==> src/rtl/serial_core_config.svh <==
`ifndef SERIAL_CORE_CONFIG_SVH
`define SERIAL_CORE_CONFIG_SVH

// Data word width
`define XLEN 32

// Register file geometry
`define REG_AW 5
`define REG_COUNT 32

`define RESET_PC 32'h0000_0000

// Counts the 32 execute steps
`define STEP_W 5

`endif

==> src/rtl/core_ctrl_pkg.sv <==
`include "serial_core_config.svh"

package core_ctrl_pkg;

   typedef enum logic [2:0] {
      IDLE,
      FETCH,
      DECODE,
      EXECUTE,
      COMMIT
   } seq_state_e;

   // Qualifiers for one serial bit step
   typedef struct packed {
      logic exec_en;
      logic first;
      logic last;
   } step_t;

   typedef struct packed {
      logic [`XLEN-1:0]   pc;
      logic [`XLEN-1:0]   next_pc;
      logic [`REG_AW-1:0] rd_addr;
      logic               rd_wen;
      logic [`XLEN-1:0]   rd_data;
   } retire_t;

endpackage

==> src/rtl/rv_isa_pkg.sv <==
`include "serial_core_config.svh"

package rv_isa_pkg;

   typedef logic [`REG_AW-1:0] reg_addr_t;

   // Major opcodes handled by the core
   typedef enum logic [6:0] {
      OPC_UNSUP  = 7'b0000000,
      OPC_OP_IMM = 7'b0010011,
      OPC_OP     = 7'b0110011,
      OPC_LUI    = 7'b0110111,
      OPC_BRANCH = 7'b1100011,
      OPC_JAL    = 7'b1101111
   } opcode_e;

   typedef enum logic [2:0] {
      ALU_ADD,
      ALU_SUB,
      ALU_AND,
      ALU_OR,
      ALU_XOR,
      ALU_SLT,
      ALU_SLTU
   } alu_op_e;

   // Source of the rd write value
   typedef enum logic [2:0] {
      RD_ALU,
      RD_IMM,
      RD_LINK,
      RD_CMP,
      RD_NONE
   } rd_src_e;

   typedef struct packed {
      reg_addr_t rs1;
      reg_addr_t rs2;
      reg_addr_t rd;
      alu_op_e   alu_op;
      rd_src_e   rd_src;
      logic      use_imm;
      logic      is_branch;
      logic      branch_on_ne;
      logic      is_jump;
      logic      rd_wen;
   } decoded_t;

endpackage

==> src/rtl/core_sequencer.sv <==
`timescale 1ns/1ps
`include "serial_core_config.svh"

module core_sequencer (
   input  logic                 clk,
   input  logic                 i_reset,
   input  logic                 i_ibus_ack,
   output logic                 o_ibus_cyc,
   output logic                 o_decode_load,
   output core_ctrl_pkg::step_t o_step,
   output logic                 o_commit
);

   core_ctrl_pkg::seq_state_e state_q;
   core_ctrl_pkg::seq_state_e state_d;
   logic [`STEP_W-1:0]        cnt_q;
   logic                      exec;

   always_comb begin
      state_d = state_q;
      case (state_q)
         core_ctrl_pkg::IDLE: state_d = core_ctrl_pkg::FETCH;
         core_ctrl_pkg::FETCH: begin
            if (i_ibus_ack) begin
               state_d = core_ctrl_pkg::DECODE;
            end
         end
         core_ctrl_pkg::DECODE: state_d = core_ctrl_pkg::EXECUTE;
         core_ctrl_pkg::EXECUTE: begin
            if (cnt_q == '1) begin
               state_d = core_ctrl_pkg::COMMIT;
            end
         end
         core_ctrl_pkg::COMMIT: state_d = core_ctrl_pkg::FETCH;
         default: state_d = core_ctrl_pkg::IDLE;
      endcase
   end

   // Counter wraps to zero after step 31
   always_ff @(posedge clk) begin
      if (i_reset) begin
         state_q <= core_ctrl_pkg::IDLE;
         cnt_q   <= '0;
      end else begin
         state_q <= state_d;
         if (exec) begin
            cnt_q <= cnt_q + 1'b1;
         end
      end
   end

   assign exec          = (state_q == core_ctrl_pkg::EXECUTE);
   assign o_ibus_cyc    = (state_q == core_ctrl_pkg::FETCH);
   assign o_decode_load = o_ibus_cyc & i_ibus_ack;
   assign o_commit      = (state_q == core_ctrl_pkg::COMMIT);

   assign o_step = '{exec_en: exec,
                     first:   exec && (cnt_q == '0),
                     last:    exec && (cnt_q == '1)};

endmodule

==> src/rtl/instr_decode.sv <==
`timescale 1ns/1ps
`include "serial_core_config.svh"

module instr_decode (
   input  logic                 clk,
   input  logic                 i_load,
   input  logic [`XLEN-1:0]     i_instr,
   output rv_isa_pkg::decoded_t o_dec,
   output logic [`XLEN-1:0]     o_imm
);

   logic [`XLEN-1:0]    instr_q;
   rv_isa_pkg::opcode_e opcode;
   logic [2:0]          funct3;
   logic [`XLEN-1:0]    imm_i;
   logic [`XLEN-1:0]    imm_u;
   logic [`XLEN-1:0]    imm_b;
   logic [`XLEN-1:0]    imm_j;

   always_ff @(posedge clk) begin
      if (i_load) begin
         instr_q <= i_instr;
      end
   end

   assign funct3 = instr_q[14:12];

   // Sign-extended immediate formats
   assign imm_i = {{20{instr_q[31]}}, instr_q[31:20]};
   assign imm_u = {instr_q[31:12], 12'b0};
   assign imm_b = {{19{instr_q[31]}}, instr_q[31], instr_q[7], instr_q[30:25],
                   instr_q[11:8], 1'b0};
   assign imm_j = {{11{instr_q[31]}}, instr_q[31], instr_q[19:12], instr_q[20],
                   instr_q[30:21], 1'b0};

   always_comb begin
      case (instr_q[6:0])
         rv_isa_pkg::OPC_OP_IMM, rv_isa_pkg::OPC_OP, rv_isa_pkg::OPC_LUI,
         rv_isa_pkg::OPC_BRANCH, rv_isa_pkg::OPC_JAL:
            opcode = rv_isa_pkg::opcode_e'(instr_q[6:0]);
         default:
            opcode = rv_isa_pkg::OPC_UNSUP;
      endcase
   end

   always_comb begin
      o_dec        = '0;
      o_dec.rs1    = instr_q[19:15];
      o_dec.rs2    = instr_q[24:20];
      o_dec.rd     = instr_q[11:7];
      o_dec.alu_op = rv_isa_pkg::ALU_ADD;
      o_dec.rd_src = rv_isa_pkg::RD_NONE;
      o_imm        = imm_i;
      case (opcode)
         rv_isa_pkg::OPC_OP, rv_isa_pkg::OPC_OP_IMM: begin
            o_dec.use_imm = (opcode == rv_isa_pkg::OPC_OP_IMM);
            o_dec.rd_src  = rv_isa_pkg::RD_ALU;
            case (funct3)
               3'b000: begin
                  if (opcode == rv_isa_pkg::OPC_OP && instr_q[30]) begin
                     o_dec.alu_op = rv_isa_pkg::ALU_SUB;
                  end
               end
               3'b010: begin
                  o_dec.alu_op = rv_isa_pkg::ALU_SLT;
                  o_dec.rd_src = rv_isa_pkg::RD_CMP;
               end
               3'b011: begin
                  o_dec.alu_op = rv_isa_pkg::ALU_SLTU;
                  o_dec.rd_src = rv_isa_pkg::RD_CMP;
               end
               3'b100: o_dec.alu_op = rv_isa_pkg::ALU_XOR;
               3'b110: o_dec.alu_op = rv_isa_pkg::ALU_OR;
               3'b111: o_dec.alu_op = rv_isa_pkg::ALU_AND;
               // Shift encodings retire as no-ops
               default: o_dec.rd_src = rv_isa_pkg::RD_NONE;
            endcase
         end
         rv_isa_pkg::OPC_LUI: begin
            o_dec.rd_src = rv_isa_pkg::RD_IMM;
            o_imm        = imm_u;
         end
         rv_isa_pkg::OPC_JAL: begin
            o_dec.is_jump = 1'b1;
            o_dec.rd_src  = rv_isa_pkg::RD_LINK;
            o_imm         = imm_j;
         end
         rv_isa_pkg::OPC_BRANCH: begin
            // Only BEQ and BNE
            o_dec.alu_op       = rv_isa_pkg::ALU_SUB;
            o_dec.is_branch    = (funct3[2:1] == 2'b00);
            o_dec.branch_on_ne = funct3[0];
            o_imm              = imm_b;
         end
         default: begin
         end
      endcase
      o_dec.rd_wen = (o_dec.rd_src != rv_isa_pkg::RD_NONE) && (instr_q[11:7] != '0);
   end

endmodule

==> src/rtl/pc_unit.sv <==
`timescale 1ns/1ps
`include "serial_core_config.svh"

module pc_unit (
   input  logic                 clk,
   input  logic                 i_reset,
   input  core_ctrl_pkg::step_t i_step,
   input  logic [`XLEN-1:0]     i_imm,
   input  logic                 i_commit,
   input  logic                 i_take_target,
   output logic [`XLEN-1:0]     o_pc,
   output logic                 o_link_bit,
   output logic [`XLEN-1:0]     o_next_pc
);

   logic [`XLEN-1:0] pc_q;
   logic [`XLEN-1:0] pc_sh_q;
   logic [`XLEN-1:0] imm_sh_q;
   logic [`XLEN-1:0] plus4_q;
   logic [`XLEN-1:0] target_q;
   logic [2:0]       four_q;
   logic             pc_bit;
   logic             imm_bit;
   logic             four_bit;
   logic             c4_q;
   logic             ct_q;
   logic [1:0]       add4;
   logic [1:0]       addt;

   // Returns carry and sum
   function automatic logic [1:0] bit_add(input logic a, input logic b, input logic c);
      return {(a & b) | (c & (a ^ b)), a ^ b ^ c};
   endfunction

   assign pc_bit   = i_step.first ? pc_q[0] : pc_sh_q[0];
   assign imm_bit  = i_step.first ? i_imm[0] : imm_sh_q[0];
   assign four_bit = ~i_step.first & four_q[0];

   assign add4 = bit_add(pc_bit, four_bit, ~i_step.first & c4_q);
   assign addt = bit_add(pc_bit, imm_bit, ~i_step.first & ct_q);

   assign o_link_bit = add4[0];
   assign o_pc       = pc_q;
   assign o_next_pc  = i_take_target ? target_q : plus4_q;

   always_ff @(posedge clk) begin
      if (i_step.exec_en) begin
         pc_sh_q  <= (i_step.first ? pc_q : pc_sh_q) >> 1;
         imm_sh_q <= (i_step.first ? i_imm : imm_sh_q) >> 1;
         // Remaining bits of the constant four after bit 0
         four_q   <= i_step.first ? 3'b010 : four_q >> 1;
         c4_q     <= add4[1];
         ct_q     <= addt[1];
         plus4_q  <= {add4[0], plus4_q[`XLEN-1:1]};
         target_q <= {addt[0], target_q[`XLEN-1:1]};
      end
   end

   always_ff @(posedge clk) begin
      if (i_reset) begin
         pc_q <= `RESET_PC;
      end else if (i_commit) begin
         pc_q <= o_next_pc;
      end
   end

endmodule

==> src/rtl/reg_file.sv <==
`timescale 1ns/1ps
`include "serial_core_config.svh"

module reg_file (
   input  logic                  clk,
   input  logic                  i_reset,
   input  rv_isa_pkg::reg_addr_t i_rs1_addr,
   input  rv_isa_pkg::reg_addr_t i_rs2_addr,
   output logic [`XLEN-1:0]      o_rs1,
   output logic [`XLEN-1:0]      o_rs2,
   input  logic                  i_wen,
   input  rv_isa_pkg::reg_addr_t i_waddr,
   input  logic [`XLEN-1:0]      i_wdata
);

   logic [`XLEN-1:0] regs [`REG_COUNT];

   always_ff @(posedge clk) begin
      if (i_reset) begin
         for (int i = 0; i < `REG_COUNT; i++) begin
            regs[i] <= '0;
         end
      end else if (i_wen && i_waddr != '0) begin
         regs[i_waddr] <= i_wdata;
      end
   end

   // x0 always reads zero
   assign o_rs1 = (i_rs1_addr == '0) ? '0 : regs[i_rs1_addr];
   assign o_rs2 = (i_rs2_addr == '0) ? '0 : regs[i_rs2_addr];

endmodule

==> src/rtl/result_commit.sv <==
`timescale 1ns/1ps
`include "serial_core_config.svh"

module result_commit (
   input  logic                   clk,
   input  core_ctrl_pkg::step_t   i_step,
   input  logic                   i_commit,
   input  rv_isa_pkg::decoded_t   i_dec,
   input  logic [`XLEN-1:0]       i_imm,
   input  logic                   i_alu_bit,
   input  logic                   i_link_bit,
   input  logic                   i_cmp,
   input  logic [`XLEN-1:0]       i_pc,
   input  logic [`XLEN-1:0]       i_next_pc,
   output logic                   o_take_target,
   output logic                   o_wen,
   output rv_isa_pkg::reg_addr_t  o_waddr,
   output logic [`XLEN-1:0]       o_wdata,
   output logic                   o_retire,
   output core_ctrl_pkg::retire_t o_retire_rec
);

   logic [`XLEN-1:0] res_q;
   logic             res_bit;

   assign res_bit = (i_dec.rd_src == rv_isa_pkg::RD_LINK) ? i_link_bit : i_alu_bit;

   always_ff @(posedge clk) begin
      if (i_step.exec_en) begin
         res_q <= {res_bit, res_q[`XLEN-1:1]};
      end
   end

   always_comb begin
      case (i_dec.rd_src)
         rv_isa_pkg::RD_CMP:  o_wdata = {{(`XLEN-1){1'b0}}, i_cmp};
         rv_isa_pkg::RD_IMM:  o_wdata = i_imm;
         rv_isa_pkg::RD_NONE: o_wdata = '0;
         default:             o_wdata = res_q;
      endcase
   end

   // Branch flag holds equality here
   assign o_take_target = i_dec.is_jump | (i_dec.is_branch & (i_cmp ^ i_dec.branch_on_ne));

   assign o_wen    = i_commit & i_dec.rd_wen;
   assign o_waddr  = i_dec.rd;
   assign o_retire = i_commit;

   assign o_retire_rec = '{pc:      i_pc,
                           next_pc: i_next_pc,
                           rd_addr: i_dec.rd_wen ? i_dec.rd : '0,
                           rd_wen:  i_dec.rd_wen,
                           rd_data: i_dec.rd_wen ? o_wdata : '0};

endmodule

==> src/rtl/serial_alu.sv <==
`timescale 1ns/1ps
`include "serial_core_config.svh"

module serial_alu (
   input  logic                 clk,
   input  core_ctrl_pkg::step_t i_step,
   input  rv_isa_pkg::decoded_t i_dec,
   input  logic [`XLEN-1:0]     i_rs1,
   input  logic [`XLEN-1:0]     i_rs2,
   input  logic [`XLEN-1:0]     i_imm,
   output logic                 o_rd_bit,
   output logic                 o_cmp
);

   logic [`XLEN-1:0] op_a_q;
   logic [`XLEN-1:0] op_b_q;
   logic [`XLEN-1:0] op_b_word;
   logic             a_bit;
   logic             b_bit;
   logic             b_eff;
   logic             is_sub;
   logic             carry_in;
   logic             carry_out;
   logic             sum_bit;
   logic             lt;
   logic             carry_q;
   logic             eq_q;
   logic             cmp_q;

   assign op_b_word = i_dec.use_imm ? i_imm : i_rs2;

   // Step 0 reads the words directly
   assign a_bit = i_step.first ? i_rs1[0] : op_a_q[0];
   assign b_bit = i_step.first ? op_b_word[0] : op_b_q[0];

   assign is_sub    = i_dec.alu_op inside {rv_isa_pkg::ALU_SUB, rv_isa_pkg::ALU_SLT,
                                           rv_isa_pkg::ALU_SLTU};
   assign b_eff     = b_bit ^ is_sub;
   assign carry_in  = i_step.first ? is_sub : carry_q;
   assign sum_bit   = a_bit ^ b_eff ^ carry_in;
   assign carry_out = (a_bit & b_eff) | (carry_in & (a_bit ^ b_eff));

   // Valid on the last step where differing sign bits decide the signed case
   assign lt = (i_dec.alu_op == rv_isa_pkg::ALU_SLTU || a_bit == b_bit) ? ~carry_out : a_bit;

   always_comb begin
      case (i_dec.alu_op)
         rv_isa_pkg::ALU_AND: o_rd_bit = a_bit & b_bit;
         rv_isa_pkg::ALU_OR:  o_rd_bit = a_bit | b_bit;
         rv_isa_pkg::ALU_XOR: o_rd_bit = a_bit ^ b_bit;
         default:             o_rd_bit = sum_bit;
      endcase
   end

   always_ff @(posedge clk) begin
      if (i_step.exec_en) begin
         op_a_q  <= (i_step.first ? i_rs1 : op_a_q) >> 1;
         op_b_q  <= (i_step.first ? op_b_word : op_b_q) >> 1;
         carry_q <= carry_out;
         eq_q    <= (i_step.first | eq_q) & ~(a_bit ^ b_bit);
         if (i_step.last) begin
            cmp_q <= i_dec.is_branch ? (eq_q & ~(a_bit ^ b_bit)) : lt;
         end
      end
   end

   assign o_cmp = cmp_q;

endmodule

==> src/rtl/serial_core_top.sv <==
`timescale 1ns/1ps
`include "serial_core_config.svh"

module serial_core_top (
   input  logic                   clk,
   input  logic                   i_reset,
   output logic                   o_ibus_cyc,
   output logic [`XLEN-1:0]       o_ibus_adr,
   input  logic [`XLEN-1:0]       i_ibus_rdt,
   input  logic                   i_ibus_ack,
   output logic                   o_retire,
   output core_ctrl_pkg::retire_t o_retire_rec
);

   logic                  decode_load;
   logic                  commit;
   core_ctrl_pkg::step_t  step;
   rv_isa_pkg::decoded_t  dec;
   logic [`XLEN-1:0]      imm;
   logic [`XLEN-1:0]      rs1;
   logic [`XLEN-1:0]      rs2;
   logic                  alu_bit;
   logic                  cmp;
   logic                  link_bit;
   logic [`XLEN-1:0]      next_pc;
   logic                  take_target;
   logic                  wen;
   rv_isa_pkg::reg_addr_t waddr;
   logic [`XLEN-1:0]      wdata;

   core_sequencer u_sequencer (
      .clk           (clk),
      .i_reset       (i_reset),
      .i_ibus_ack    (i_ibus_ack),
      .o_ibus_cyc    (o_ibus_cyc),
      .o_decode_load (decode_load),
      .o_step        (step),
      .o_commit      (commit)
   );

   instr_decode u_decode (
      .clk     (clk),
      .i_load  (decode_load),
      .i_instr (i_ibus_rdt),
      .o_dec   (dec),
      .o_imm   (imm)
   );

   reg_file u_regs (
      .clk        (clk),
      .i_reset    (i_reset),
      .i_rs1_addr (dec.rs1),
      .i_rs2_addr (dec.rs2),
      .o_rs1      (rs1),
      .o_rs2      (rs2),
      .i_wen      (wen),
      .i_waddr    (waddr),
      .i_wdata    (wdata)
   );

   serial_alu u_alu (
      .clk      (clk),
      .i_step   (step),
      .i_dec    (dec),
      .i_rs1    (rs1),
      .i_rs2    (rs2),
      .i_imm    (imm),
      .o_rd_bit (alu_bit),
      .o_cmp    (cmp)
   );

   pc_unit u_pc (
      .clk           (clk),
      .i_reset       (i_reset),
      .i_step        (step),
      .i_imm         (imm),
      .i_commit      (commit),
      .i_take_target (take_target),
      .o_pc          (o_ibus_adr),
      .o_link_bit    (link_bit),
      .o_next_pc     (next_pc)
   );

   result_commit u_commit (
      .clk           (clk),
      .i_step        (step),
      .i_commit      (commit),
      .i_dec         (dec),
      .i_imm         (imm),
      .i_alu_bit     (alu_bit),
      .i_link_bit    (link_bit),
      .i_cmp         (cmp),
      .i_pc          (o_ibus_adr),
      .i_next_pc     (next_pc),
      .o_take_target (take_target),
      .o_wen         (wen),
      .o_waddr       (waddr),
      .o_wdata       (wdata),
      .o_retire      (o_retire),
      .o_retire_rec  (o_retire_rec)
   );

endmodule

==> config.mk <==
export PLATFORM = sky130hd
export DESIGN_NAME = serial_core_top
export DESIGN_NICKNAME = d
export VERILOG_FILES = /design/src/rtl/core_ctrl_pkg.sv /design/src/rtl/rv_isa_pkg.sv /design/src/rtl/core_sequencer.sv /design/src/rtl/instr_decode.sv /design/src/rtl/pc_unit.sv /design/src/rtl/reg_file.sv /design/src/rtl/result_commit.sv /design/src/rtl/serial_alu.sv /design/src/rtl/serial_core_top.sv
export VERILOG_INCLUDE_DIRS = /design/src /design/src/rtl
export SDC_FILE = /design/constraint.sdc
export NUM_CORES = 2
export LEC_CHECK = 0
export BUFFER_PORTS_ARGS = -buffer_cell sky130_fd_sc_hd__buf_2
export CAP_MARGIN = 20
export CORE_AREA = 2 2 566 399
export CTS_CLUSTER_SIZE = 25
export DETAILED_ROUTE_END_ITERATION = 8
export DIE_AREA = 0 0 568 401
export PLACE_DENSITY_LB_ADDON = 0.2
export SYNTH_ARGS = -nofsm -noshare
export SYNTH_HDL_FRONTEND = slang
export SYNTH_SLANG_ARGS = --single-unit
==> constraint.sdc <==
create_clock -name clk -period 9.9 [get_ports clk]
set_input_delay 1.98 -clock clk [delete_from_list [all_inputs] [get_ports clk]]
set_output_delay 1.98 -clock clk [all_outputs]
set_load 0.05 [all_outputs]
==> results.txt <==
Setup TNS - 0 ns
Worst-path clk slew - 0.06 ns
Crit-path max cell delay - 0.57 ns
Most numerous cell in the Yosys netlist - edfxtp_1
Setup Crit Path Kind - flip-flop to output pin
Synth top area cells - edfxtp_1, mux4_2, nor2_1
Share of layout cells above drive strength 1 - 29.0%
Distinct cell type count after synthesis - 60
Highest Clock Rate - 0.160 GHz
RSZ-0062 raised after global routing - false
Row count - 145
CP Max Fanout - 32
Die area - 0.228 mm²
Syn Area/Cell - 15.0 µm²
Fillers - 21500
CP arrival - 4.27 ns
Area Growth Syn to Fin - 13.9%
Hold WC Path Type - flip-flop to flip-flop
Worst skew pair latency - 0.82 ns
Global placer's final weighted congestion - 0.824
Detail Route Antenna Nets - 0
HPWL after DPL - 142000 µm
Cts-stage hold buffer count - 0
CTS H-tree depth - 4
Area share of the largest cell type after synthesis - 60.1%
Synth cell count leaders - edfxtp_1, nor2_1, mux4_2
GRT Util Overall - 20.8%
Crit path launch type - flip-flop
TritonCTS Buffers - 149
Post-CTS resize count - 0
CP max-delay cell - buf_4
Hold Slack - 0.428 ns
Reg2Reg Depth - 10
Routed vias - 40700
Die H - 401 µm
Hold Vio Cnt, Final - 0
Synth Cell Area - 0.0641 mm²
Initial antenna violation count - 7
Critical-path cell list - nand4bb_1, or2_2, o31ai_4, buf_4, a32oi_2, buf_4, nor2_1, buf_2
Post-CTS setup buffer count - 0
CP required - 7.92 ns
Max Buffers Root-to-Sink - 4
Nets - 4381
DR pass1 iterations - 8
Final Max Slew Viols - 0
# clock sinks - 1333
Die W - 568 µm
Number of max-cap violations - 0
Grt total ovfl - 0
Asr flop ratio synth - 0%
Crit-path most repeated cell - buf_4
Synthesis Warnings - 0
Io pins - 171
Synth Flop Type - edfxtp_1
Cell taking the most area after synthesis - edfxtp_1
Pin count of the biggest net entering global routing - 108
Hold Path Cell Cnt - 0
Sequential element share of the synthesized area - 61.6%
Vias in the first global route - 39100
Iteration-0 DRC Markers - 5832
Core Area - 0.222 mm²
Final wirelength - 241000 µm
Slew @ Worst Pin - 1.19 ns
Leakage - 23.7 nW
Input/output buffers - 170
P per Cell Area - 181 mW/mm²
Slew margin rel. - 20.6%
CTS tree - done
Cells after Synth - 4287
Root buffer cell - clkbuf_16
Post-synth EDFFs - 1283
Run status - completed
Wire per inst - 32.7 µm
Fin crit period - 6.25 ns
Crit share post-route - 63.1%
Crit end category - output pin
Initial Util - 28.9%
Peak VDD IR - 0.000131 V
Final setup violation count - 0
DRC - 0
First-pass GRT wire length - 332000 µm
Vias/cell - 5.51
Seq cells post-synth - 1333
Skew final - 0.0583 ns
[sequential cells by signal (all words and copies together) (netlist names), named ones only]
name,cells
u_regs.regs,1024
u_commit.res_q,32
u_decode.instr_q,32
u_pc.o_pc,32
u_pc.plus4_q,32
u_pc.target_q,32
u_alu.op_a_q,31
u_alu.op_b_q,31
u_pc.imm_sh_q,31
u_pc.pc_sh_q,31
u_sequencer.cnt_q,5
u_sequencer.state_q,3
u_pc.four_q,2
u_alu.carry_q,1
u_alu.eq_q,1
u_alu.o_cmp,1
u_pc.c4_q,1
u_pc.ct_q,1
[cells by family after synthesis]
group	count (synthesis)	synth area share, %
AO/OA/AOI/OAI	233	2.54
XOR/XNOR	5	0.0683
adder cells (fa/ha/maj)	8	0.191
buffers and inverters	499	3.30
flip-flops	1333	61.6
multiplexers	723	23.0
other	1	0.00585
AND/OR/NAND/NOR	1485	9.30
[placed cells by master, fill, tap and decap left out, drive strengths merged, types with 6 or more instances in the layout]
master / n
dfxtp: 50
and2: 6
nand2: 194
nand2b: 35
a22o: 10
buf: 318
a31oi: 21
a22oi: 19
nor3: 42
a222oi: 40
a211oi: 20
clkbuf: 189
nor2: 1145
edfxtp: 1283
nand3b: 6
a21oi: 63
clkinv: 55
o21ai: 25
mux4: 593
nor2b: 26
mux2: 67
mux2i: 63
bufinv: 7
o211ai: 19
conb: 32
inv: 54
[layout make-up]
class | instances | area [µm²] | share of cell area (%)
multi-input combinational | 2486 | 23000 | 31.5
clock inverter | 67 | 508 | 0.696
tap | 2940 | 3680 | 5.04
sequential | 1333 | 39600 | 54.2
antenna | 3 | 7.51 | 0.0103
inverter | 50 | 188 | 0.257
timing repair buffer | 318 | 2090 | 2.86
clock buffer | 189 | 3990 | 5.47
[metrics by stage]
step	instances	power [mW]	util, %	setup slack, ns	area, µm²
after global routing	7384	13.6	32.9	3.39	73000
after global placement	7124	7.94	30.8	4.17	68500
after floorplan	4318	7.41	-	3.89	64300
after CTS	7383	13.3	32.9	3.45	73000
final	7386	13.2	32.9	3.65	73000
after detailed placement	7127	7.94	30.8	4.14	68500
[where the power goes]
part	internal, mW	leakage [nW]	switching, mW
logic	0.558	8.20	0.768
registers	6.36	13.3	0.143
clock network	3.03	2.22	2.37
total	9.95	23.7	3.28
[path summary, 6_finish.rpt]
check,startpoint,to,slack (ns)
setup / recovery,u_decode.instr_q[3],o_retire_rec[0],3.65
hold / removal,u_pc.target_q[15],u_pc.target_q[14],0.43
setup reg to reg,u_decode.instr_q[11],u_regs.regs[12][4],4.67
hold reg to reg,u_pc.target_q[15],u_pc.target_q[14],0.43
[routing by layer]
metal / vias up / global-route usage, % / part of all wire, %
met5: - / 0 / 0.0070
li1: 16400 / - / -
met2: 2199 / 30.0 / 43
met4: 2 / 4.84 / 2.3
met3: 301 / 5.01 / 10
met1: 21800 / 31.4 / 44
[worst max-delay path, delay by kind of cell, from the launching register on]
family,cells,cell delay [ns]
compound gates,2,0.32
simple gates,3,1.38
buf+inv,3,1.27
flops,1,0.44
(Power assumes the default switching activity.)
